[config.mk]
export PLATFORM = sky130hd
export DESIGN_NAME = dcache_replace
export DESIGN_NICKNAME = d
export VERILOG_FILES = /design/src/verilog/dcache_pkg.sv /design/src/verilog/dcache_replace.sv
export SDC_FILE = /design/constraint.sdc
export NUM_CORES = 1
export LEC_CHECK = 0
export BUFFER_PORTS_ARGS = -buffer_cell sky130_fd_sc_hd__buf_2
export CORE_MARGIN = 2
export CORE_UTILIZATION = 50
export DETAILED_ROUTE_END_ITERATION = 8
export GPL_TIMING_DRIVEN = 0
export PLACE_DENSITY = 0.66
export RECOVER_POWER = 50
export SKIP_CTS_REPAIR_TIMING = 1
export SYNTH_ARGS = -nofsm -noshare
export SYNTH_HDL_FRONTEND = slang
export SYNTH_SLANG_ARGS = --single-unit
[constraint.sdc]
create_clock -name clk -period 4.5 [get_ports clk]
set_input_delay 1.125 -clock clk [delete_from_list [all_inputs] [get_ports clk]]
set_output_delay 1.125 -clock clk [all_outputs]
set_load 0.005 [all_outputs]
[src/verilog/dcache_pkg.sv]
// dcache shared widths, address layout and request payload types
`default_nettype none

package dcache_pkg;

    parameter int ADDR_W      = 64;
    parameter int DATA_W      = 64;
    parameter int MASK_W      = 8;
    parameter int OFFSET_BITS = 3;
    parameter int SET_BITS    = 6;
    // everything above index and byte offset
    parameter int TAG_W       = ADDR_W - SET_BITS - OFFSET_BITS;
    parameter int NUM_WAYS    = 2;

    typedef struct packed {
        logic [TAG_W-1:0]       tag;
        logic [SET_BITS-1:0]    index;
        logic [OFFSET_BITS-1:0] offset;
    } dcache_addr_fields_t;

    // same 64 bits, seen as a flat address or split for lookup
    typedef union packed {
        logic [ADDR_W-1:0]   raw;
        dcache_addr_fields_t fields;
    } dcache_addr_u;

    // cpu request payload, we set means store
    typedef struct packed {
        logic [ADDR_W-1:0] addr;
        logic [DATA_W-1:0] wdata;
        logic [MASK_W-1:0] mask;
        logic              we;
    } cpu_req_t;

    // memory request payload, always a whole word
    typedef struct packed {
        logic [ADDR_W-1:0] addr;
        logic [DATA_W-1:0] wdata;
        logic              we;
    } mem_req_t;

endpackage

`default_nettype wire

[src/verilog/dcache_replace.sv]
// dcache replacement state, per-set lru bit and per-way dirty bits, victim select
`default_nettype none

module dcache_replace #(
    parameter int  NUM_SETS = 64,
    localparam int IDX_W    = $clog2(NUM_SETS)
) (
    input  logic                            clk,
    input  logic                            rst,
    input  logic [IDX_W-1:0]                index_i,
    input  logic [dcache_pkg::NUM_WAYS-1:0] valid_i,
    input  logic                            touch_i,
    input  logic                            touch_way_i,
    input  logic                            dirty_we_i,
    input  logic                            dirty_i,
    output logic                            victim_way_o,
    output logic                            victim_dirty_o
);

    // lru bit names the way to evict next
    logic [NUM_SETS-1:0]                               lru_q;
    logic [NUM_SETS-1:0][dcache_pkg::NUM_WAYS-1:0]     dirty_q;

    always_ff @(posedge clk or negedge rst) begin
        if (!rst) begin
            lru_q   <= '0;
            dirty_q <= '0;
        end else begin
            if (touch_i) begin
                lru_q[index_i] <= ~touch_way_i;
            end
            if (dirty_we_i) begin
                dirty_q[index_i][touch_way_i] <= dirty_i;
            end
        end
    end

    // empty way first, otherwise the older one
    always_comb begin
        if (!valid_i[0]) begin
            victim_way_o = 1'b0;
        end else if (!valid_i[1]) begin
            victim_way_o = 1'b1;
        end else begin
            victim_way_o = lru_q[index_i];
        end
    end

    // an empty way never needs a write-back
    assign victim_dirty_o = valid_i[victim_way_o] & dirty_q[index_i][victim_way_o];

endmodule

`default_nettype wire

# After elaboration in Yosys (flattened, before gate mapping)
# Index checks and enable logic that the tools add are counted.
# totals
romBits	0
n_memories	0
input_bits	14
latchBits	0
mem_bits_rw	0
wordCells	92
out_inout_bits	2
ff_bits	192
# classes
multipliers	0
div_mod_pow	0
n_shift	0
bitwise	2
n_reduce_logical	2
eq_ne	0
n_mux	18
order_cmp	5
add_sub_neg	0
# ops
cell	count
bitwise mux 128 bit	1
bitwise mux 64 bit	1
binary-select mux 2 bit (select 6 bit)	1
demux 2 bit (select 6 bit)	1
two-way mux 1 bit	9
less-than comparator 6 x 7 -> 1 bit (second input constant)	1
binary-select mux 1 bit (select 6 bit)	1
demux 1 bit (select 6 bit)	1
greater-or-equal comparator 6 x 1 -> 1 bit (second input constant)	1
less-than comparator 1 x 2 -> 1 bit (second input constant)	2
two-way mux 2 bit	2
logical AND 1 bit	2
bitwise AND 1 bit	1
demux 1 bit (select 1 bit)	1
greater-or-equal comparator 1 bit (second input constant)	1
inverter 1 bit	1

# Longest topological paths before layout
# Gate-level depths: netlist (run 1).
# logic_depth
word_depth	7
depth_mapped	11
depth_no_buf	6

# Least setup slack after synthesis (run 1)
# No wires, ideal clock.
# synth_timing
kind	input port to output port
startpoint	input index_i[0]
endpoint	output victim_dirty_o
arrival_ns	2.841
required_ns	3.375
path_slack_ns	0.534
stages	7
n_path_buf	1
path_cell_list	buf_6 mux4_1 mux2_2 nand2_1 o21ai_1 or4b_4 mux2i_1
# synth_between
elab_chain_len	7
word_cells_on_any_way	11
classes_between	mux: 10; bitwise: 1
# synth_lines
item	line_no	rtl
start, declared	dcache_replace.sv:10	input logic [IDX_W-1:0] index_i,
binary-select mux 1 bit (select 6 bit)	dcache_replace.sv:45	victim_way_o = lru_q[index_i];
two-way mux 1 bit (implied by the code)	dcache_replace.sv:45	
two-way mux 1 bit	dcache_replace.sv:42	end else if (!valid_i[1]) begin
two-way mux 1 bit	dcache_replace.sv:40	if (!valid_i[0]) begin
two-way mux 1 bit (implied by the code) (2 in series)	dcache_replace.sv:50	assign victim_dirty_o = valid_i[victim_way_o] & dirty_q[index_i][victim_way_o];
bitwise AND 1 bit (*)	dcache_replace.sv:50	
end, declared	dcache_replace.sv:17	output logic victim_dirty_o
# Every way passes the cells marked *; elsewhere a longest branch is shown, timed or not. The select of a mux whose other input is x is not followed.

# Worst setup path after layout (run 1)
# Same ends and word-level chain as after synthesis.

==> flow_summary.json, run 1 <==
{
  "outcome": "finished, violations left",
  "violations": "max-capacitance violations, max-slew violations",
  "power_leakage_nw": 4.81,
  "synth_cells": 913,
  "skew_ns": 0,
  "nets": 964,
  "setup_viol": 0,
  "crit_path_max_fanout": 10,
  "syn_area_per_cell_sq_um": 10.7,
  "drive_gt1_frac": 0.247,
  "die_area_sq_mm": 0.0207,
  "clk_latency_ns": 0.44,
  "ctsHtreeMaxLevel": 4,
  "clockRootBuffer": "clkbuf_16",
  "ys_seq_elements": 192,
  "place.port_buffers": 12,
  "hold_path_class": "flop to flop",
  "clockBufferDepth": 2,
  "antenna_cells": 0,
  "drt_iter0_drc": 901,
  "design_area_sq_mm": 0.0111,
  "cp_top_family": "simple AND/OR/NAND/NOR gates",
  "initial_core_util": 0.506,
  "clock_sinks": 192,
  "grt_max_degree": 118,
  "row_count": 51,
  "grt_first_pass_wirelength_um": 45900,
  "slowest_delay_ns": 0.57,
  "netlist_top_cells_count": "dfrtp_1 (192), mux2_2 (141), nor2_1 (113)",
  "ios": 16,
  "antenna_found_initial": 0,
  "worstMarginPinSlew_ns": 1.96,
  "finalWirelength_um": 30400,
  "core_sq_mm": 0.0193,
  "ir_drop_mv": 0.280,
  "synth_top_cell_area_share": 0.491,
  "cts_made_buffers": 17,
  "place_congestion": 0.886,
  "path_cells": "buf_6, buf_12, buf_12, buf_6, nand2_1, o22ai_1, o21ai_0, o2111ai_2, or4b_4, mux2i_4, buf_2",
  "syn-num-nets": 927,
  "start_kind": "primary input",
  "hpwl_um": 20200,
  "async_reset_ff_frac": 1.00,
  "path_buf_inv": 5,
  "worstPathArrival_ns": 3.37,
  "post_drt_wl_per_cell_um": 24.8,
  "p_per_area_mw_per_mm2": 378,
  "synth.most_common_cell": "dfrtp_1",
  "relSlewSlack": -0.309,
  "path_class": "primary input to output pin",
  "dpl.cell_count": 1191,
  "min_period_ns": 4.49,
  "drc": 0,
  "drv_cap": 2,
  "slew_violations": 195,
  "first_global_vias": 7572,
  "num_vias": 7674,
  "area_growth_pct": 13.2,
  "seq_area_frac_synth": 0.491,
  "grt_overflow": 0,
  "yosysWarnings": 0,
  "synth_top_flop_cell": "dfrtp_1",
  "synth_edf_count": 0,
  "fin_util": 0.573,
  "hold_violations": 0,
  "yosysTopAreaCell": "dfrtp_1",
  "path_clk_slew_ns": 0.08,
  "end_kind": "output pin",
  "grt_usage": 0.303,
  "ant_nets": 0,
  "fin_hold_ws_ns": 0.507,
  "cp_slowest_cell": "or4b_4",
  "synth_area_leaders": "dfrtp_1 (49%), mux2_2 (16%), o31ai_1 (5.0%), mux2i_1 (4.4%), nor2_1 (4.3%)",
  "die_w_um": 144,
  "die_y_um": 144,
  "cts_tree": "done",
  "fin_cells": 1228,
  "synth_cell_types": 51,
  "max_clock_freq_ghz": 0.223,
  "dpl-instance-area_sq_mm": 0.0102,
  "finalCritPeriodShare": 0.998,
  "netlist_area_sq_mm": 0.00979,
  "crit_required_ns": 3.38,
  "drt_first_pass_iters": 5,
  "vias_per_cell": 6.25,
  "setup_tns_ns": 0
}
## registers in the layout, indices dropped and copies added (netlist names)
register / cells
dirty_q: 128
lru_q: 64
## area by class of cell
cell class	instances	area, sq um
inverters	4	15.0
clock buffers	18	439
repair buffers	19	154
flip-flops and latches	192	4800
fillers	1675	8260
well taps	265	332
clock inverters	14	170
plain buffers	83	487
multi-input cells	633	4680
## stage by stage
stage / setup slack, ns / power (W)
global placement: -1.03 / 0.00254
CTS: -0.391 / 0.00414
detailed placement: -0.373 / 0.00256
floorplan: 0.534 / 0.00235
global route: -0.0178 / 0.00433
finish: 0.00892 / 0.00418
## final timing paths
check,startpoint,end,slack (ns),cells after the start
setup / recovery,index_i[0],victim_dirty_o,0.009,11
hold / removal,dirty_q[23]$_DFFE_PN0P_,dirty_q[23]$_DFFE_PN0P_,0.51,1
setup reg to reg,dirty_q[41]$_DFFE_PN0P_,dirty_q[41]$_DFFE_PN0P_,3.71,1
hold reg to reg,dirty_q[23]$_DFFE_PN0P_,dirty_q[23]$_DFFE_PN0P_,0.51,1
max in group asynchronous,rst,lru_q[51]$_DFFE_PN0P_,0.63,2
min in group asynchronous,rst,dirty_q[85]$_DFFE_PN0P_,1.21,1
## routing by layer
metal  up-vias  track usage  routed length (um)
li1       3392            -                   -
met1      3894        0.420               13000
met2       321        0.465               14200
met3        67       0.0583                2170
met4         0        0.134                1020
met5         -            0                   0
## cells by family (layout without fill, tap and decap cells)
logic type	after synthesis	count (layout)	share of synthesized area
buffers and inverters	88	138	0.0392
AOI/OAI and AO/OA	211	211	0.144
and+or+nand+nor	231	231	0.103
muxes	191	191	0.223
DFF	192	192	0.491
## cell usage in the layout (no fill, tap or decap), drive strengths merged, types with 2 or more instances in the layout
cell	count
bufinv	2
and3b	2
a2bb2oi	2
a22oi	15
or3	2
nor2b	7
o22ai	19
a21oi	7
inv	11
dfrtp	192
a221o	4
o221ai	12
a221oi	3
nand3b	3
a22o	3
buf	32
nand2	66
o21ai	72
clkbuf	88
o31ai	65
nand2b	9
nor3b	2
nor2	113
mux2	141
clkinv	3
nand3	10
clkinvlp	2
mux2i	43
or2	4
and2	6
mux4	7
## report_power, final
group / switching, W / total [W] / internal, W
clock network: 0.000756 / 0.00161 / 0.000856
logic: 0.000344 / 0.000594 / 0.000250
registers: 0.0000867 / 0.00198 / 0.00189
Power figures use the tool's default switching activity.
==> run 2: changes to the inputs <==
--- a/constraint.sdc
+++ b/constraint.sdc
@@ -3,2 +3,2 @@
 set_output_delay 1.125 -clock clk [all_outputs]
-set_load 0.005 [all_outputs]
+set_load 0.05 [all_outputs]
==> run 2 against run 1 <==
The run ends with max-capacitance violations, max-slew violations, negative setup slack left; combinational power rose by 3%; clock-buffer cell count up 1; sequential power hardly changed; largest cell class unchanged; highest routed layer unchanged.
==> flow_summary.json, run 2 (same netlist as run 1, synthesis figures left out) <==
{
  "outcome": "finished, violations left",
  "violations": "max-capacitance violations, max-slew violations, negative setup slack",
  "timing.final.ws_setup_ns": -0.0618,
  "busiest_layer": "met2",
  "regMostFlops": "dirty_q",
  "netSwitchingPower_w": 0.00114,
  "drt_iter0_drc": 899,
  "slowest_delay_ns": 0.58,
  "switching_share": 0.269,
  "core_sq_mm": 0.0193,
  "finalCritPeriodShare": 1.01,
  "drc": 0,
  "vias_per_cell": 6.29,
  "hold_violations": 0,
  "min_period_ns": 4.56,
  "dpl-instance-area_sq_mm": 0.0102,
  "grt_usage": 0.304,
  "relSlewSlack": -0.945,
  "power_frac_seq": 0.467,
  "use_met2": 0.487,
  "clockBufferDepth": 2,
  "path_clk_slew_ns": 0.07,
  "place_congestion": 0.880,
  "crit_required_ns": 3.38,
  "largestRegisters": "dirty_q: 128 flops, lru_q: 64 flops",
  "clockRootBuffer": "clkbuf_16",
  "die_y_um": 144,
  "clk_latency_ns": 0.44,
  "critPathMostFrequentCell": "buf_12",
  "post_drt_wl_per_cell_um": 24.6,
  "power_frac_comb": 0.144,
  "cp_slowest_cell": "or4b_4",
  "crit_path_max_fanout": 5,
  "ant_nets": 0,
  "path_cells": "buf_8, buf_12, buf_12, mux4_2, o22ai_4, o2111ai_2, or4b_4, mux2i_4, buf_6",
  "rsz0062_at_grt": "yes",
  "final_cell_mix": "dfrtp_1 (192), mux2_2 (141), nor2_1 (112)",
  "drv_cap": 1,
  "antenna_found_initial": 0,
  "final_common_cell": "dfrtp_1",
  "ir_drop_mv": 0.272,
  "cts_made_buffers": 17,
  "max_clock_freq_ghz": 0.219,
  "cts_tree": "done",
  "largest_reg_flops": 128,
  "drt_first_pass_iters": 5,
  "multi_input_area_sq_mm": 0.00468,
  "fin_util": 0.579,
  "setup_tns_ns": -0.0618,
  "post-place-ws_ns": -0.547,
  "path_buf_inv": 4,
  "ios": 16,
  "clock_sinks": 192,
  "drive_gt1_frac": 0.254,
  "area_growth_pct": 14.5,
  "use_met1": 0.406,
  "grt_overflow": 0,
  "hold_path_class": "flop to flop",
  "antenna_cells": 0,
  "end_kind": "output pin",
  "ctsHtreeMaxLevel": 4,
  "path_class": "primary input to output pin",
  "cp_top_family": "multiplexers",
  "first_global_vias": 7704,
  "grt_max_degree": 111,
  "fillCellCount": 1681,
  "row_count": 51,
  "internal_power_w": 0.00310,
  "num_vias": 7770,
  "worstPathArrival_ns": 3.44,
  "design_area_sq_mm": 0.0112,
  "initial_core_util": 0.506,
  "start_kind": "primary input",
  "p_per_area_mw_per_mm2": 379,
  "setup_viol": 1,
  "place.port_buffers": 12,
  "grt_first_pass_wirelength_um": 46200,
  "skew_ns": 0,
  "seqCellArea_sq_mm": 0.00480,
  "finalWirelength_um": 30400,
  "pwr-share-clk": 0.389,
  "die_w_um": 144,
  "worstMarginPinSlew_ns": 2.92,
  "power_leakage_nw": 4.88,
  "slew_violations": 110,
  "die_area_sq_mm": 0.0207,
  "grt.met3_usage": 0.0673,
  "nets": 972,
  "hpwl_um": 20100
}
## run 2: changes by cell type in the layout (fill, tap and decap cells not counted), sizes merged
cell	before	now
buf	32	44
inv	11	6
clkbuf	88	85
bufinv	2	4
clkinv	3	5
## run 2: final cells by class
class	count	area share
plain buffers	82	0.0440
clock buffers	19	0.0395
clock inverters	13	0.0165
inverters	4	0.00134
multi-input cells	633	0.418
flip-flops and latches	192	0.429
well taps	265	0.0296
repair buffers	28	0.0227
## run 2: power by group through the flow
stage / Sequential (W) / Combinational, W / Clock [W]
final: 0.00198 / 0.000613 / 0.00165
after global routing: 0.00200 / 0.000659 / 0.00174
after CTS: 0.00198 / 0.000559 / 0.00166
after detailed placement: 0.00201 / 0.000556 / 0
after global placement: 0.00200 / 0.000543 / 0
after floorplan: 0.00198 / 0.000377 / 0
## run 2: final timing paths
kind / startpoint / to / slack (ns) / depth (start not counted)
setup / recovery: index_i[0] / victim_dirty_o / -0.06 / 9
hold / removal: dirty_q[56]$_DFFE_PN0P_ / dirty_q[56]$_DFFE_PN0P_ / 0.51 / 1
setup reg to reg: dirty_q[37]$_DFFE_PN0P_ / dirty_q[37]$_DFFE_PN0P_ / 3.70 / 1
hold reg to reg: dirty_q[56]$_DFFE_PN0P_ / dirty_q[56]$_DFFE_PN0P_ / 0.51 / 1
max in group asynchronous: rst / lru_q[48]$_DFFE_PN0P_ / 1.17 / 1
min in group asynchronous: rst / dirty_q[85]$_DFFE_PN0P_ / 1.54 / 1
## run 2: through the flow
stage	total power [W]	hold WS (ns)	cells
6_report	0.00424	0.506	1236
3_5_place_dp	0.00256	0.490	1191
3_3_place_gp	0.00255	0.483	1190
5_1_grt	0.00440	0.514	1236
2_1_floorplan	0.00236	0.466	913
4_1_cts	0.00419	0.509	1223
## run 2: per-layer routing
metal  share of wire  routed length [um]
met5               0                   0
met4           0.031                 952
met3           0.081                2450
met2            0.47               14400
met1            0.41               12600
==> run 3: changes to the inputs <==
- CORE_ASPECT_RATIO: default -> 0.75
- CORE_MARGIN: 2 -> 1.5
==> run 3 against run 2 <==
Clock-buffer cell count fell by 2; critical endpoint unchanged; the run still ends with max-capacitance violations, max-slew violations, negative setup slack left; largest power group unchanged; largest cell class unchanged; clock skew did not move; maximum frequency fell by 0.34%; clock power fell by 7%; core utilization fell by 0.40 points; power fell by 3.0%; wire length rose by 0.65%.
==> flow_summary.json, run 3 (same netlist as run 1, synthesis figures left out) <==
{
  "worstMarginPinSlew_ns": 2.66,
  "dpl-instance-area_sq_mm": 0.0102,
  "setup_viol": 2,
  "dr_wl_met3_um": 2870,
  "design_area_sq_mm": 0.0111,
  "hpwl_um": 20600,
  "rsz0062_at_grt": "yes",
  "grt_usage": 0.311,
  "clock_sinks": 192,
  "antenna_cells": 0,
  "routed.top_layer": "met4",
  "largestRegisters": "dirty_q: 128 flops, lru_q: 64 flops",
  "relSlewSlack": -0.776,
  "hold_violations": 0,
  "place_congestion": 0.912,
  "clockRootBuffer": "clkbuf_16",
  "drv_cap": 1,
  "timing.final.ws_setup_ns": -0.0774,
  "cts_tree": "done",
  "grt_max_degree": 101,
  "worstPathArrival_ns": 3.45,
  "skew_ns": 0,
  "ant_nets": 0,
  "core_sq_mm": 0.0193,
  "first_global_vias": 7368,
  "crit_path_max_fanout": 10,
  "nets": 969,
  "min_period_ns": 4.58,
  "start_kind": "primary input",
  "crit_required_ns": 3.38,
  "final_common_cell": "dfrtp_1",
  "grt_first_pass_wirelength_um": 45800,
  "largest_reg_flops": 128,
  "die_w_um": 165,
  "path_class": "primary input to output pin",
  "ios": 16,
  "p_per_area_mw_per_mm2": 371,
  "wl_met2_um": 13100,
  "vias_per_cell": 6.43,
  "antenna_found_initial": 0,
  "m1WireLength_um": 14200,
  "outcome": "finished, violations left",
  "drt_first_pass_iters": 5,
  "clk_latency_ns": 0.44,
  "hold_path_startpoint": "dirty_q[116]$_DFFE_PN0P_",
  "violations": "max-capacitance violations, max-slew violations, negative setup slack",
  "hold_path_class": "flop to flop",
  "rr_startpoint": "dirty_q[4]$_DFFE_PN0P_",
  "crit_start": "index_i[1]",
  "grt_overflow": 0,
  "post_drt_wl_per_cell_um": 25.1,
  "row_count": 44,
  "die_area_sq_mm": 0.0204,
  "initial_core_util": 0.508,
  "regMostFlops": "dirty_q",
  "fin_util": 0.575,
  "clockBufferDepth": 2,
  "die_y_um": 124,
  "finalWirelength_um": 30600,
  "power_leakage_nw": 4.84,
  "drt_iter0_drc": 931,
  "post-place-ws_ns": -0.405,
  "finalCritPeriodShare": 1.02,
  "end_kind": "output pin",
  "slew_violations": 100,
  "cts_made_buffers": 17,
  "path_clk_slew_ns": 0.08,
  "ctsHtreeMaxLevel": 4,
  "ir_drop_mv": 0.258,
  "drive_gt1_frac": 0.252,
  "final_cell_mix": "dfrtp_1 (192), mux2_2 (141), nor2_1 (112)",
  "num_vias": 7852,
  "max_clock_freq_ghz": 0.218,
  "area_growth_pct": 13.3,
  "drc": 0,
  "place.port_buffers": 12
}
run 3: cell count changes in the layout (fill, tap and decap cells not counted), moves of 4 or more:
cell / previous run / this run
buf_12: 7 / 2
buf_4: 16 / 11
bufinv_16: 4 / 0
clkinv_8: 0 / 4
inv_6: 2 / 6
run 3: worst paths after layout:
check	slack (ns)	depth (start not counted)	end
min in group asynchronous	1.48	1	lru_q[36]$_DFFE_PN0P_
worst min-delay path	0.51	1	dirty_q[116]$_DFFE_PN0P_
worst max-delay path	-0.08	12	victim_dirty_o
max in group asynchronous	1.43	1	dirty_q[43]$_DFFE_PN0P_
worst max register to register	3.72	1	dirty_q[4]$_DFFE_PN0P_
worst min register to register	0.51	1	dirty_q[116]$_DFFE_PN0P_
run 3: through the flow:
step / setup TNS (ns) / std cells / total power [W] / hold slack [ns]
after floorplan: 0 / 913 / 0.00236 / 0.466
after global placement: -192.90 / 1178 / 0.00255 / 0.483
after detailed placement: -0.693 / 1179 / 0.00257 / 0.489
after CTS: -0.718 / 1211 / 0.00408 / 0.507
after global routing: -0.132 / 1221 / 0.00426 / 0.519
final: -0.0792 / 1221 / 0.00411 / 0.507
run 3: layout make-up:
type | count | area [sq um]
plain buffers | 83 | 462
clock buffers | 17 | 425
clock inverters | 15 | 168
fillers | 1682 | 8180
inverters | 4 | 18.8
multi-input cells | 633 | 4680
flip-flops and latches | 192 | 4800
well taps | 253 | 317
repair buffers | 24 | 210
run 3: routing by layer:
layer | vias to the layer above | global-route usage
met5 | - | 0
met4 | 0 | 0.0732
met3 | 47 | 0.0629
met2 | 408 | 0.448
met1 | 3989 | 0.477
li1 | 3408 | -
run 3: worst max-delay path: stages:
cell and delay [ns]:
buf_4 0.15, buf_6 0.19, buf_8 0.19, buf_6 0.21, buf_6 0.19, mux2i_1 0.09
a22oi_1 0.23, a21oi_1 0.11, nor4_2 0.35, nand4_1 0.20, mux2i_4 0.21, buf_6 0.19
run 3: report_power, final:
| part | internal (W) | total (W) | leakage, nW | switching [W] |
|---|---|---|---|---|
| combinational | 0.000253 | 0.000603 | 1.97 | 0.000351 |
| clock | 0.000749 | 0.00153 | 0.287 | 0.000782 |
| sequential | 0.00189 | 0.00198 | 2.59 | 0.0000874 |
