<file path="config.mk">
export PLATFORM = sky130hd
export DESIGN_NAME = dcache_ctrl
export DESIGN_NICKNAME = d
export VERILOG_FILES = /design/src/verilog/dcache_pkg.sv /design/src/verilog/dcache_ctrl.sv
export SDC_FILE = /design/constraint.sdc
export NUM_CORES = 1
export LEC_CHECK = 0
export BUFFER_PORTS_ARGS = -buffer_cell sky130_fd_sc_hd__buf_4
export CORE_AREA = 10 10 276 278
export DETAILED_ROUTE_END_ITERATION = 10
export DIE_AREA = 0 0 286 288
export HOLD_SLACK_MARGIN = 0.12
export PLACE_DENSITY = 0.55
export SLEW_MARGIN = 5
export SYNTH_ARGS = -nofsm -noshare
export SYNTH_HDL_FRONTEND = slang
export SYNTH_SLANG_ARGS = --single-unit
</file>
<file path="constraint.sdc">
create_clock -name clk -period 8.78 [get_ports clk]
set_input_delay 1.317 -clock clk [delete_from_list [all_inputs] [get_ports clk]]
set_output_delay 1.317 -clock clk [all_outputs]
set_load 0.1 [all_outputs]
</file>
<file path="src/verilog/dcache_pkg.sv">
// dcache shared widths, address layout and request payload types
`default_nettype none

package dcache_pkg;

    parameter int ADDR_W      = 64;
    parameter int DATA_W      = 64;
    parameter int MASK_W      = 8;
    parameter int OFFSET_BITS = 3;
    parameter int SET_BITS    = 6;
    // everything above index and byte offset
    parameter int TAG_W       = ADDR_W - SET_BITS - OFFSET_BITS;
    parameter int NUM_WAYS    = 2;

    typedef struct packed {
        logic [TAG_W-1:0]       tag;
        logic [SET_BITS-1:0]    index;
        logic [OFFSET_BITS-1:0] offset;
    } dcache_addr_fields_t;

    // same 64 bits, seen as a flat address or split for lookup
    typedef union packed {
        logic [ADDR_W-1:0]   raw;
        dcache_addr_fields_t fields;
    } dcache_addr_u;

    // cpu request payload, we set means store
    typedef struct packed {
        logic [ADDR_W-1:0] addr;
        logic [DATA_W-1:0] wdata;
        logic [MASK_W-1:0] mask;
        logic              we;
    } cpu_req_t;

    // memory request payload, always a whole word
    typedef struct packed {
        logic [ADDR_W-1:0] addr;
        logic [DATA_W-1:0] wdata;
        logic              we;
    } mem_req_t;

endpackage

`default_nettype wire

</file>
<file path="src/verilog/dcache_ctrl.sv">
// dcache controller, lookup/write-back/refill FSM with cpu and memory req/ack handshakes
`default_nettype none

module dcache_ctrl (
    input  logic                                                  clk,
    input  logic                                                  rst,
    input  logic                                                  req_i,
    input  dcache_pkg::cpu_req_t                                  cpu_req_i,
    output logic                                                  ack_o,
    output logic [dcache_pkg::DATA_W-1:0]                         rdata_o,
    output logic                                                  mem_valid_o,
    output dcache_pkg::mem_req_t                                  mem_req_o,
    input  logic                                                  mem_ack_i,
    input  logic [dcache_pkg::DATA_W-1:0]                         mem_rdata_i,
    input  logic [dcache_pkg::NUM_WAYS-1:0][dcache_pkg::TAG_W-1:0]  tag_rd_i,
    input  logic [dcache_pkg::NUM_WAYS-1:0]                       valid_rd_i,
    input  logic [dcache_pkg::NUM_WAYS-1:0][dcache_pkg::DATA_W-1:0] data_rd_i,
    input  logic                                                  victim_way_i,
    input  logic                                                  victim_dirty_i,
    output logic [dcache_pkg::SET_BITS-1:0]                       index_o,
    output logic [dcache_pkg::NUM_WAYS-1:0]                       tag_we_o,
    output logic [dcache_pkg::NUM_WAYS-1:0][dcache_pkg::MASK_W-1:0] data_mask_o,
    output logic [dcache_pkg::DATA_W-1:0]                         data_wdata_o,
    output logic                                                  touch_o,
    output logic                                                  touch_way_o,
    output logic                                                  dirty_we_o,
    output logic                                                  dirty_o
);

    typedef enum logic [2:0] {
        S_IDLE,
        S_LOOKUP,
        S_WB,
        S_REFILL,
        S_FILL,
        S_DONE
    } state_t;

    state_t                           state_q;
    dcache_pkg::cpu_req_t             req_q;
    dcache_pkg::mem_req_t             mem_req_q;
    logic                             mem_valid_q;
    logic                             victim_q;
    logic [dcache_pkg::DATA_W-1:0]    fill_q;
    logic [dcache_pkg::DATA_W-1:0]    rdata_q;
    logic [dcache_pkg::DATA_W-1:0]    merged;
    dcache_pkg::dcache_addr_u         cur_addr;
    dcache_pkg::dcache_addr_u         req_addr;
    dcache_pkg::dcache_addr_u         fill_addr;
    dcache_pkg::dcache_addr_u         wb_addr;
    logic [dcache_pkg::NUM_WAYS-1:0]  hit_way;
    logic                             hit;
    logic                             hit_idx;

    // rams are read on the edge that accepts the request, so index comes from
    // the live cpu payload while idle
    always_comb begin
        cur_addr.raw = (state_q == S_IDLE) ? cpu_req_i.addr : req_q.addr;
        req_addr.raw = req_q.addr;
        fill_addr.raw = req_q.addr;
        fill_addr.fields.offset = '0;
        wb_addr.fields.tag = tag_rd_i[victim_way_i];
        wb_addr.fields.index = req_addr.fields.index;
        wb_addr.fields.offset = '0;
    end

    assign index_o = cur_addr.fields.index;

    always_comb begin
        for (int w = 0; w < dcache_pkg::NUM_WAYS; w++) begin
            hit_way[w] = valid_rd_i[w] && (tag_rd_i[w] == req_addr.fields.tag);
        end
    end

    assign hit     = |hit_way;
    assign hit_idx = hit_way[1];

    // refilled word with the store bytes laid over it
    always_comb begin
        merged = fill_q;
        for (int b = 0; b < dcache_pkg::MASK_W; b++) begin
            if (req_q.we && req_q.mask[b]) begin
                merged[8*b +: 8] = req_q.wdata[8*b +: 8];
            end
        end
    end

    always_comb begin
        tag_we_o     = '0;
        data_mask_o  = '0;
        data_wdata_o = req_q.wdata;
        touch_o      = 1'b0;
        touch_way_o  = hit_idx;
        dirty_we_o   = 1'b0;
        dirty_o      = req_q.we;
        if (state_q == S_LOOKUP && hit) begin
            touch_o    = 1'b1;
            dirty_we_o = req_q.we;
            if (req_q.we) begin
                data_mask_o[hit_idx] = req_q.mask;
            end
        end else if (state_q == S_FILL) begin
            // whole line replaced, dirty follows the request kind
            touch_o               = 1'b1;
            touch_way_o           = victim_q;
            dirty_we_o            = 1'b1;
            tag_we_o[victim_q]    = 1'b1;
            data_mask_o[victim_q] = '1;
            data_wdata_o          = merged;
        end
    end

    always_ff @(posedge clk or negedge rst) begin
        if (!rst) begin
            state_q     <= S_IDLE;
            mem_valid_q <= 1'b0;
        end else begin
            case (state_q)
                S_IDLE: begin
                    if (req_i) begin
                        state_q <= S_LOOKUP;
                    end
                end
                S_LOOKUP: begin
                    if (hit) begin
                        state_q <= S_DONE;
                    end else begin
                        mem_valid_q <= 1'b1;
                        state_q     <= victim_dirty_i ? S_WB : S_REFILL;
                    end
                end
                S_WB: begin
                    if (mem_valid_q && mem_ack_i) begin
                        mem_valid_q <= 1'b0;
                    end else if (!mem_valid_q && !mem_ack_i) begin
                        // write-back closed, open the read
                        mem_valid_q <= 1'b1;
                        state_q     <= S_REFILL;
                    end
                end
                S_REFILL: begin
                    if (mem_valid_q && mem_ack_i) begin
                        mem_valid_q <= 1'b0;
                    end else if (!mem_valid_q && !mem_ack_i) begin
                        state_q <= S_FILL;
                    end
                end
                S_FILL: begin
                    state_q <= S_DONE;
                end
                S_DONE: begin
                    // hold ack until the cpu lets go
                    if (!req_i) begin
                        state_q <= S_IDLE;
                    end
                end
                default: begin
                    state_q <= S_IDLE;
                end
            endcase
        end
    end

    always_ff @(posedge clk) begin
        if (state_q == S_IDLE && req_i) begin
            req_q <= cpu_req_i;
        end
        if (state_q == S_LOOKUP) begin
            victim_q <= victim_way_i;
            rdata_q  <= data_rd_i[hit_idx];
            if (victim_dirty_i) begin
                mem_req_q <= '{addr: wb_addr.raw, wdata: data_rd_i[victim_way_i], we: 1'b1};
            end else begin
                mem_req_q <= '{addr: fill_addr.raw, wdata: '0, we: 1'b0};
            end
        end
        if (state_q == S_WB && !mem_valid_q && !mem_ack_i) begin
            mem_req_q <= '{addr: fill_addr.raw, wdata: '0, we: 1'b0};
        end
        if (state_q == S_REFILL && mem_valid_q && mem_ack_i) begin
            fill_q <= mem_rdata_i;
        end
        if (state_q == S_FILL) begin
            rdata_q <= merged;
        end
    end

    assign ack_o       = (state_q == S_DONE);
    assign rdata_o     = rdata_q;
    assign mem_valid_o = mem_valid_q;
    assign mem_req_o   = mem_req_q;

endmodule

`default_nettype wire

</file>
# Word-level counts from Yosys, hierarchy flattened
# Cells that the tools add are included.
# word_totals
ff_bits,399
input_bits,447
output_inout_bits,287
wordCells,116
# classes
order_cmp,5
eq_ne,16
n_mux,52
bitwise_logic,1
n_reduce_logical,29
# ops
op,count
2-to-1 mux 64 bit,8
2-to-1 mux 129 bit,3
== test 55 bit,2
2-to-1 mux 55 bit,2
2-to-1 mux 8 bit,10
2-to-1 mux 16 bit,3
2-to-1 mux 3 bit,7
logical AND 1 bit,20
case mux 3 bit (6 select lines),1
AND 16 bit,1
demux 8 bit (select 1 bit),2
inequality test 2 bit (second input constant),8
2-to-1 mux 1 bit,11
2-to-1 mux 9 bit,1
== test 3 x 2 -> 1 bit (second input constant),2
== test 3 bit (second input constant),2
less-than comparator 1 x 2 -> 1 bit (second input constant),3
AND reduction 6 bit,1
2-to-1 mux 2 bit,2
AND reduction 4 bit,1
nonzero test 2 bit,2
== test 3 x 1 -> 1 bit (second input constant),1
zero test 3 bit,1
inequality test 3 bit (second input constant),1
other kinds (6),8

# Longest topological paths before layout
# Gate-level depths: netlist (run 1).
# logic_depth
depth_word,9
depth_mapped,9
mapped_depth_nobuf,7

# Least setup slack after synthesis (run 1)
# Ideal clock, no wire load.
# synth_timing
path_kind,input to output
start,in tag_rd_i[101] (netlist bit)
end,out data_mask_o[0] (netlist bit)
arrival_time_ns,4.769
required_ns,7.463
path_slack_ns,2.694
stages,7
n_path_buf,1
path_cell_list,xor2_1 -> nor4b_1 -> nand4_1 -> nor4_2 -> buf_6 -> o21ai_2 -> o31ai_1
# synth_rtl
item,line_no,rtl
start: declaration,dcache_ctrl.sv:15,"input logic [dcache_pkg::NUM_WAYS-1:0][dcache_pkg::TAG_W-1:0] tag_rd_i,"
end: declaration,dcache_ctrl.sv:22,"output logic [dcache_pkg::NUM_WAYS-1:0][dcache_pkg::MASK_W-1:0] data_mask_o,"

==> out/metrics.yaml, run 1 <==
synth:
  synthCells: 1502
  flops_latches_synth: 393
  post_synth_instance_area_um2: 18240
  syn_avg_cell_area_um2: 12.15
  yosysSeqAreaShare_pct: 61.01
  edff_count_synth: 324
  async_reset_ff_share_pct: 1.018
  yosys.cell_types.count: 50
  yosysWarningCount: 0
  synth_flop_cell: "sky130_fd_sc_hd__edfxtp_1"
pwr:
  power_mw: 10.33
  power_switching_share_pct: 52.77
  share_clk_of_total_power_pct: 20.4
  share_comb_of_total_power_pct: 51.2
  power.sequential.fraction_pct: 28.4
  p_sw_mw: 5.453
  power.density_cell_area_nw_per_um2: 392.4
  total_leakage_power_nw: 10.80
  p_int_mw: 4.880
  peakVddDrop_mv: 0.2500
clock_tree:
  clock_tree.htree_level_count: 2
  tritoncts: "done"
  clock_latency_ns: 0.59
  ctsLongestPathBuffers: 3
  cts_buffers: 48
  postCtsResizedCells: 0
  clock-sinks: 393
  clock_transition_at_path_regs_ns: 0.05
  cts_root_buf: "sky130_fd_sc_hd__clkbuf_16"
  cts.hold.buffers_added: 0
  post_cts_setup_bufs: 0
die:
  core-area_um2: 70870
  floorplan.initialDensity_pct: 25.74
  die_area_um2: 82370
  io_pins: 734
  dieWidth_um: 286
  core.rowCount: 98
  dieHeight_um: 288
route:
  drtAntennaViolNets: 0
  routed_wirelength_um: 86810
  vias: 15470
  route.detailed.wl_per_inst_um: 27.04
  drt_pass1_iterations: 5
  drc_errors: 0
  drt_first_iter_violations: 1119
  viasPerCell: 4.820
sta:
  timing.fmax_mhz: 181.0
  fin_tns_setup_ns: 0
  hold_violations: 0
  timing.clock.skew_ns: 0.01790
  setup_repair_after_global_routing_missed_its_margin: "false"
  finalWorstPathRequiredPeriod_ns: 5.526
  min_period_over_period_pct: 62.94
  setup_slack_ns: 3.254
  timing_worst_slew_pin_value_ns: 1.189
  timing.slew.headroom_pct: 20.76
  finalSetupViolCount: 0
  maxSlewViolCount: 0
setup_path:
  crit_fanout: 42
  critPathArrivalTime_ns: 4.21
  type_of_origin_of_the_critical_path: "input port"
  worst_ep_required_time_ns: 7.46
  criticalPathCategory: "input port to primary output"
  sort_of_element_at_the_end_of_the_critical_path: "primary output"
final_layout:
  area_of_the_multi_input_gates_um2: 6693
  fillCellCount: 7105
  final_design_area_no_fill_um2: 26330
  sequential_cell_area_um2: 11130
  p_r_area_growth_vs_syn_pct: 44.34
  finalNetCount: 2664
  fin_util_pct: 37.16
  final_layout_size_suffix_gt1_share_pct: 37.76
place:
  io_buffers: 727
  postPlaceCellArea_um2: 24650
  hpwlAfterDp_um: 67240
  pre_cts_ws_ns: 3.271
  globalplace.congestion: 0.9250
global_routing:
  largest_net_degree_at_the_start_of_global_routing: 133
  grt_antenna_before_repair: 15
  first_pass_grt_wire_length_um: 119500
  vias_in_the_first_global_route: 16200
  globalRouteOverflowTotal: 0
  global_router_s_overall_resource_usage_pct: 19.95
run:
  maxCapViolCount: 0
outcome:
  result_of_the_run: "finished clean"
min_path:
  hold_path_class: "flop to flop"
## cell families (layout without fill, tap and decap cells)
family                     after synthesis  in the layout  synth area share, %
AOI/OAI and AO/OA                      280            280                9.011
and+or+nand+nor                        433            433                11.39
buffers and inverters                   93            843                2.695
adders and majority gates                2              2               0.1371
xor gates and xnor gates               111            111                5.328
other                                    1              9              0.02055
muxes                                  189            189                10.41
DFF                                    393            393                61.01
## layout make-up
| class | count | area share (%) |
|---|---|---|
| well taps | 950 | 4.514 |
| diodes | 6 | 0.05702 |
| clock inverters | 30 | 1.411 |
| flip-flops and latches | 393 | 42.27 |
| inverters | 9 | 0.1283 |
| clock buffers | 59 | 4.908 |
| repair buffers | 745 | 21.30 |
| multi-input cells | 1018 | 25.41 |
## sequential cells by signal, summed over array words and instances, names as in the netlist
| register | cells |
|---|---|
| mem_req_o | 126 |
| mem_valid_o | 1 |
| req_q | 72 |
| rdata_o | 64 |
| dirty_o | 1 |
| state_q | 3 |
| victim_q | 1 |
| req_addr | 61 |
| fill_q | 64 |
## synthesized netlist by cell type (14+ instances only)
| library cell | number | area, µm² |
|---|---|---|
| sky130_fd_sc_hd__a211oi_1 | 64 | 480.5 |
| sky130_fd_sc_hd__a21oi_1 | 67 | 335.3 |
| sky130_fd_sc_hd__and3_1 | 64 | 400.4 |
| sky130_fd_sc_hd__clkbuf_1 | 69 | 259.0 |
| sky130_fd_sc_hd__dfxtp_1 | 65 | 1301 |
| sky130_fd_sc_hd__edfxtp_1 | 324 | 9729 |
| sky130_fd_sc_hd__mux2i_1 | 183 | 1832 |
| sky130_fd_sc_hd__nand2_1 | 136 | 510.5 |
| sky130_fd_sc_hd__nand4_1 | 14 | 87.58 |
| sky130_fd_sc_hd__nor2_1 | 140 | 525.5 |
| sky130_fd_sc_hd__nor4_1 | 45 | 281.5 |
| sky130_fd_sc_hd__o21ai_0 | 130 | 650.6 |
| sky130_fd_sc_hd__xor2_1 | 99 | 867.1 |
## critical path, stage by stage
cell,delay [ns]
sky130_fd_sc_hd__buf_4,0.12
sky130_fd_sc_hd__xnor2_1,0.41
sky130_fd_sc_hd__nor4b_2,0.28
sky130_fd_sc_hd__nand4_1,0.27
sky130_fd_sc_hd__nor4_4,0.55
sky130_fd_sc_hd__buf_4,0.70
sky130_fd_sc_hd__o31ai_1,0.19
sky130_fd_sc_hd__buf_4,0.28
## final timing paths
path                                                 from                         to  slack (ns)  depth (start not counted)
worst max-delay path                         tag_rd_i[96]             data_mask_o[0]        3.25                          8
worst min-delay path            mem_req_o[0]$_SDFFE_PP0P_  mem_req_o[0]$_SDFFE_PP0P_        0.45                          2
worst max register to register     req_addr[50]$_DFFE_PP_      rdata_o[28]$_DFFE_PP_        5.21                          7
worst min register to register  mem_req_o[0]$_SDFFE_PP0P_  mem_req_o[0]$_SDFFE_PP0P_        0.45                          2
max in group asynchronous                             rst    mem_valid_o$_DFFE_PN0P_        8.16                          1
min in group asynchronous                             rst     state_q[2]$_DFFE_PN0P_        0.52                          1
## power groups by stage
| stage | registers (mW) | clock network [mW] | logic [mW] |
|---|---|---|---|
| floorplan | 5.39 | 0 | 1.45 |
| global placement | 2.95 | 0 | 5.33 |
| detailed placement | 2.96 | 0 | 5.34 |
| CTS | 2.93 | 2.16 | 5.34 |
| global route | 2.98 | 2.23 | 5.47 |
| finish | 2.93 | 2.10 | 5.29 |
## per-layer routing
metal	track usage, %	up-vias	share of wire (%)
met2	34.28	791	49
met4	8.738	18	4.4
met3	7.498	162	10
li1	-	7024	-
met1	21.73	7477	36
met5	0	-	0.14
## cells in the final DEF (no fill, tap or decap), types with 7 or more instances in the layout
cell / n
sky130_fd_sc_hd__dfxtp_1: 65
sky130_fd_sc_hd__inv_1: 8
sky130_fd_sc_hd__clkinv_2: 8
sky130_fd_sc_hd__nand4_1: 14
sky130_fd_sc_hd__nand2_1: 135
sky130_fd_sc_hd__nor2_1: 139
sky130_fd_sc_hd__clkinvlp_4: 7
sky130_fd_sc_hd__a21oi_1: 67
sky130_fd_sc_hd__xnor2_1: 12
sky130_fd_sc_hd__and3_1: 64
sky130_fd_sc_hd__bufinv_16: 7
sky130_fd_sc_hd__nor4_1: 45
sky130_fd_sc_hd__edfxtp_1: 324
sky130_fd_sc_hd__a211oi_1: 64
sky130_fd_sc_hd__buf_4: 743
sky130_fd_sc_hd__xor2_1: 99
sky130_fd_sc_hd__clkbuf_16: 48
sky130_fd_sc_hd__mux2i_1: 183
sky130_fd_sc_hd__o31ai_2: 7
sky130_fd_sc_hd__o21ai_0: 129
## through the flow
stage,hold slack [ns],std cells
final,0.4508,3210
after global routing,0.4760,3207
after CTS,0.4582,3204
after detailed placement,0.4359,3115
after global placement,0.4311,3115
after floorplan,0.5201,1504
Note: power is estimated with default switching activity, not from simulation.
==> inputs of run 2 (changes only) <==
ABC_AREA = 1   (was not set)
CORE_AREA = 10 10 274 276   (was 10 10 276 278)
DIE_AREA = 0 0 284 286   (was 0 0 286 288)
PLACE_DENSITY = 0.59   (was 0.55)
clock period = 4.55 ns   (was 8.78 ns; I/O delays follow)
==> run 2 against run 1 <==
Effect of this change:
- sequential share of layout area decreased by 1.2 points
- sequential power is 92% higher
- cell count increased by 21%
- non-clock buffer count is 8 higher
- via count increased by 16%
- final area grew 2.9%
- critical endpoint is now data_mask_o[3]
- largest cell class unchanged
==> out/metrics.yaml, run 2 <==
place:
  pre_cts_ws_ns: 0.8478  # was 3.271 ns
  postPlaceCellArea_um2: 25470  # was 24650 µm²
  hpwlAfterDp_um: 64280  # was 67240 µm
  placedCellCount: 3777  # was 3115
  io_buffers: 727  # unchanged
  globalplace.congestion: 0.8864  # was 0.9250
setup_path:
  cp-startpoint: "req_addr[29]$_DFFE_PP_"  # was tag_rd_i[96]
  crit_fanout: 8  # was 42
  critPathArrivalTime_ns: 3.24  # was 4.21 ns
  type_of_origin_of_the_critical_path: "flop"  # was input port
  sort_of_element_at_the_end_of_the_critical_path: "primary output"  # unchanged
  worst_ep_required_time_ns: 3.87  # was 7.46 ns
  timing.rr.start: "req_addr[60]$_DFFE_PP_"  # was req_addr[50]$_DFFE_PP_
  criticalPathCategory: "flop to primary output"  # was input port to primary output
clock_tree:
  tritoncts: "done"  # unchanged
  clock_transition_at_path_regs_ns: 0.07  # was 0.05 ns
  cts_root_buf: "sky130_fd_sc_hd__clkbuf_16"  # unchanged
  cts_buffers: 49  # was 48
  post_cts_setup_bufs: 0  # unchanged
  clock-sinks: 393  # unchanged
  ctsLongestPathBuffers: 3  # unchanged
  clock_tree.htree_level_count: 2  # unchanged
  clock_latency_ns: 0.59  # about the same
route:
  drc_errors: 0  # unchanged
  route.detailed.wl_per_inst_um: 22.14  # was 27.04 µm
  drt_pass1_iterations: 6  # was 5
  vias: 18010  # was 15470
  routed_wirelength_um: 85770  # was 86810 µm
  viasPerCell: 4.649  # was 4.820
  drt_first_iter_violations: 1078  # was 1119
  drtAntennaViolNets: 0  # unchanged
die:
  dieHeight_um: 286  # was 288 µm
  core.rowCount: 97  # was 98
  io_pins: 734  # unchanged
  floorplan.initialDensity_pct: 27.43  # was 25.74%
  die_area_um2: 81220  # was 82370 µm²
  core-area_um2: 69540  # was 70870 µm²
  dieWidth_um: 284  # was 286 µm
synth:
  synth_top_area_cell: "sky130_fd_sc_hd__edfxtp_1"  # unchanged
  async_reset_ff_share_pct: 1.018  # unchanged
  flops_latches_synth: 393  # unchanged
  yosysSeqAreaShare_pct: 58.36  # was 61.01%
  netlist.area_leader.share_pct: 51.01  # was 53.33%
  synthTopCellsByArea: "sky130_fd_sc_hd__edfxtp_1 (51%), sky130_fd_sc_hd__nand2_1 (12%), sky130_fd_sc_hd__dfxtp_1 (6.8%)"  # was sky130_fd_sc_hd__edfxtp_1 (53%), sky130_fd_sc_hd__mux2i_1 (10%), sky130_fd_sc_hd__dfxtp_1 (7.1%)
  synth_flop_cell: "sky130_fd_sc_hd__edfxtp_1"  # unchanged
  edff_count_synth: 324  # unchanged
  syn_avg_cell_area_um2: 8.685  # was 12.15 µm²
  yosysWarningCount: 0  # unchanged
  post_synth_instance_area_um2: 19070  # was 18240 µm²
  yosys.cell_types.count: 33  # was 50
  synthCells: 2196  # was 1502
  post-synth-top-count-cell: "sky130_fd_sc_hd__nand2_1"  # was sky130_fd_sc_hd__edfxtp_1
  synth.top_cells.by_count: "sky130_fd_sc_hd__nand2_1 (621), sky130_fd_sc_hd__edfxtp_1 (324), sky130_fd_sc_hd__inv_1 (262)"  # was sky130_fd_sc_hd__edfxtp_1 (324), sky130_fd_sc_hd__mux2i_1 (183), sky130_fd_sc_hd__nor2_1 (140)
sta:
  maxSlewViolCount: 0  # unchanged
  finalWorstPathRequiredPeriod_ns: 3.926
  setup_repair_after_global_routing_missed_its_margin: "false"  # unchanged
  fin_tns_setup_ns: 0  # unchanged
  holdWs_ns: 0.2676  # was 0.4508 ns
  timing.clock.skew_ns: 0.02147  # was 0.01790 ns
  hold_violations: 0  # unchanged
  timing.slew.headroom_pct: 29.71  # was 20.76%
  timing.fmax_mhz: 254.7
  min_period_over_period_pct: 86.30
  finalSetupViolCount: 0  # unchanged
  setup_slack_ns: 0.6236  # was 3.254 ns
  timing_worst_slew_pin_value_ns: 1.054  # was 1.189 ns
pwr:
  p_sw_mw: 11.23  # was 5.453 mW
  power_switching_share_pct: 54.09  # was 52.77%
  p_int_mw: 9.528  # was 4.880 mW
  total_leakage_power_nw: 12.59  # was 10.80 nW
  power_mw: 20.75  # was 10.33 mW
  peakVddDrop_mv: 0.5004  # was 0.2500 mV
  share_comb_of_total_power_pct: 53.9  # was 51.2%
  share_clk_of_total_power_pct: 19.0  # was 20.4%
  power.density_cell_area_nw_per_um2: 765.7  # was 392.4 nW/µm²
  power.sequential.fraction_pct: 27.2  # was 28.4%
global_routing:
  met3_usage_pct: 6.866  # was 7.498%
  global_router_s_overall_resource_usage_pct: 19.91  # was 19.95%
  grt_antenna_before_repair: 9  # was 15
  vias_in_the_first_global_route: 17650  # was 16200
  use_met2_pct: 34.82  # was 34.28%
  globalRouteOverflowTotal: 0  # unchanged
  global_route.peak_usage_layer: "met2"  # unchanged
  largest_net_degree_at_the_start_of_global_routing: 135  # was 133
  first_pass_grt_wire_length_um: 121200  # was 119500 µm
  grt_use_met1_pct: 22.53  # was 21.73%
final_layout:
  fillCellCount: 7076  # was 7105
  final_design_area_no_fill_um2: 27110  # was 26330 µm²
  sequential_cell_area_um2: 11130  # unchanged
  largest_reg_flops: 126  # unchanged
  finalNetCount: 3338  # was 2664
  final_layout_size_suffix_gt1_share_pct: 29.70  # was 37.76%
  area_of_the_multi_input_gates_um2: 6384  # was 6693 µm²
  p_r_area_growth_vs_syn_pct: 42.11  # was 44.34%
  fin_util_pct: 38.98  # was 37.16%
  layout.cells.most_common_list: "sky130_fd_sc_hd__buf_4 (749), sky130_fd_sc_hd__nand2_1 (620), sky130_fd_sc_hd__edfxtp_1 (324), sky130_fd_sc_hd__inv_1 (259), sky130_fd_sc_hd__a21oi_1 (244)"  # was sky130_fd_sc_hd__buf_4 (743), sky130_fd_sc_hd__edfxtp_1 (324), sky130_fd_sc_hd__mux2i_1 (183), sky130_fd_sc_hd__nor2_1 (139), sky130_fd_sc_hd__nand2_1 (135)
  post_layout_nonfiller_instances: 3874  # was 3210
  mostFrequentLayoutCell: "sky130_fd_sc_hd__buf_4"  # unchanged
run:
  maxCapViolCount: 0  # unchanged
min_path:
  hold_path_class: "input port to flop"  # was flop to flop
  hold_start: "cpu_req_i[33]"  # was mem_req_o[0]$_SDFFE_PP0P_
outcome:
  result_of_the_run: "finished clean"  # unchanged
## run 2: timing repair
action	in CTS	in global routing
hold buffers	1	0
resized for setup	0	0
endpoints found under the hold margin	4	0
## run 2: final cells by class
cell class | count | area share, %
Sequential cell | 393 | 41.06
Multi-Input combinational cell | 1401 | 23.55
Timing Repair Buffer | 753 | 21.00
Clock buffer | 69 | 5.142
Tap cell | 940 | 4.339
Inverter | 291 | 4.048
Clock inverter | 22 | 0.8078
Antenna cell | 5 | 0.04616
## run 2: routing by layer
metal / vias up / share of wire [%]
met2: 789 / 50
met1: 8423 / 38
li1: 8676 / -
met5: - / 0.047
met4: 6 / 2.8
met3: 115 / 10
## run 2: final timing paths
path	endpoint	slack (ns)	cells after the start
max in group asynchronous	mem_valid_o$_DFFE_PN0P_	3.93	2
max reg2reg	rdata_o[58]$_DFFE_PP_	1.56	14
min in group asynchronous	state_q[2]$_DFFE_PN0P_	0.52	2
max	data_mask_o[3]	0.62	13
min	req_q[33]$_DFFE_PP_	0.27	1
min reg2reg	mem_req_o[49]$_SDFFE_PP0P_	0.45	2
## run 2: critical path, cell delays in order, from the launching register on
cell	delay, ns
sky130_fd_sc_hd__edfxtp_1	0.44
sky130_fd_sc_hd__nand2_1	0.09
sky130_fd_sc_hd__nand2_1	0.05
sky130_fd_sc_hd__nor2_1	0.26
sky130_fd_sc_hd__nand2_1	0.09
sky130_fd_sc_hd__nor2_1	0.14
sky130_fd_sc_hd__nand2_1	0.07
sky130_fd_sc_hd__nor2_1	0.18
sky130_fd_sc_hd__nand2_4	0.12
sky130_fd_sc_hd__nand2_1	0.10
sky130_fd_sc_hd__nand2_1	0.34
sky130_fd_sc_hd__buf_4	0.32
sky130_fd_sc_hd__o21ai_1	0.12
sky130_fd_sc_hd__buf_4	0.32
## run 2: power by group through the flow
stage	Combinational (mW)	Sequential (mW)	Clock, mW
floorplan	3.30	10.6	0
global placement	11.2	5.68	0
detailed placement	11.3	5.70	0
CTS	11.3	5.64	4.03
global route	11.6	5.74	4.16
finish	11.2	5.64	3.94
## run 2: cell families (layout without fill, tap and decap cells)
| logic type | after synthesis | in the layout | share of synthesized area (%) |
|---|---|---|---|
| other | 1 | 8 | 0.01966 |
| flip-flops | 393 | 393 | 58.36 |
| AND/OR/NAND/NOR | 783 | 783 | 15.72 |
| AO/OA/AOI/OAI | 600 | 600 | 16.68 |
| XOR/XNOR | 13 | 13 | 0.5970 |
| buffers and inverters | 404 | 1135 | 8.502 |
| adder cells (fa/ha/maj) | 2 | 2 | 0.1312 |
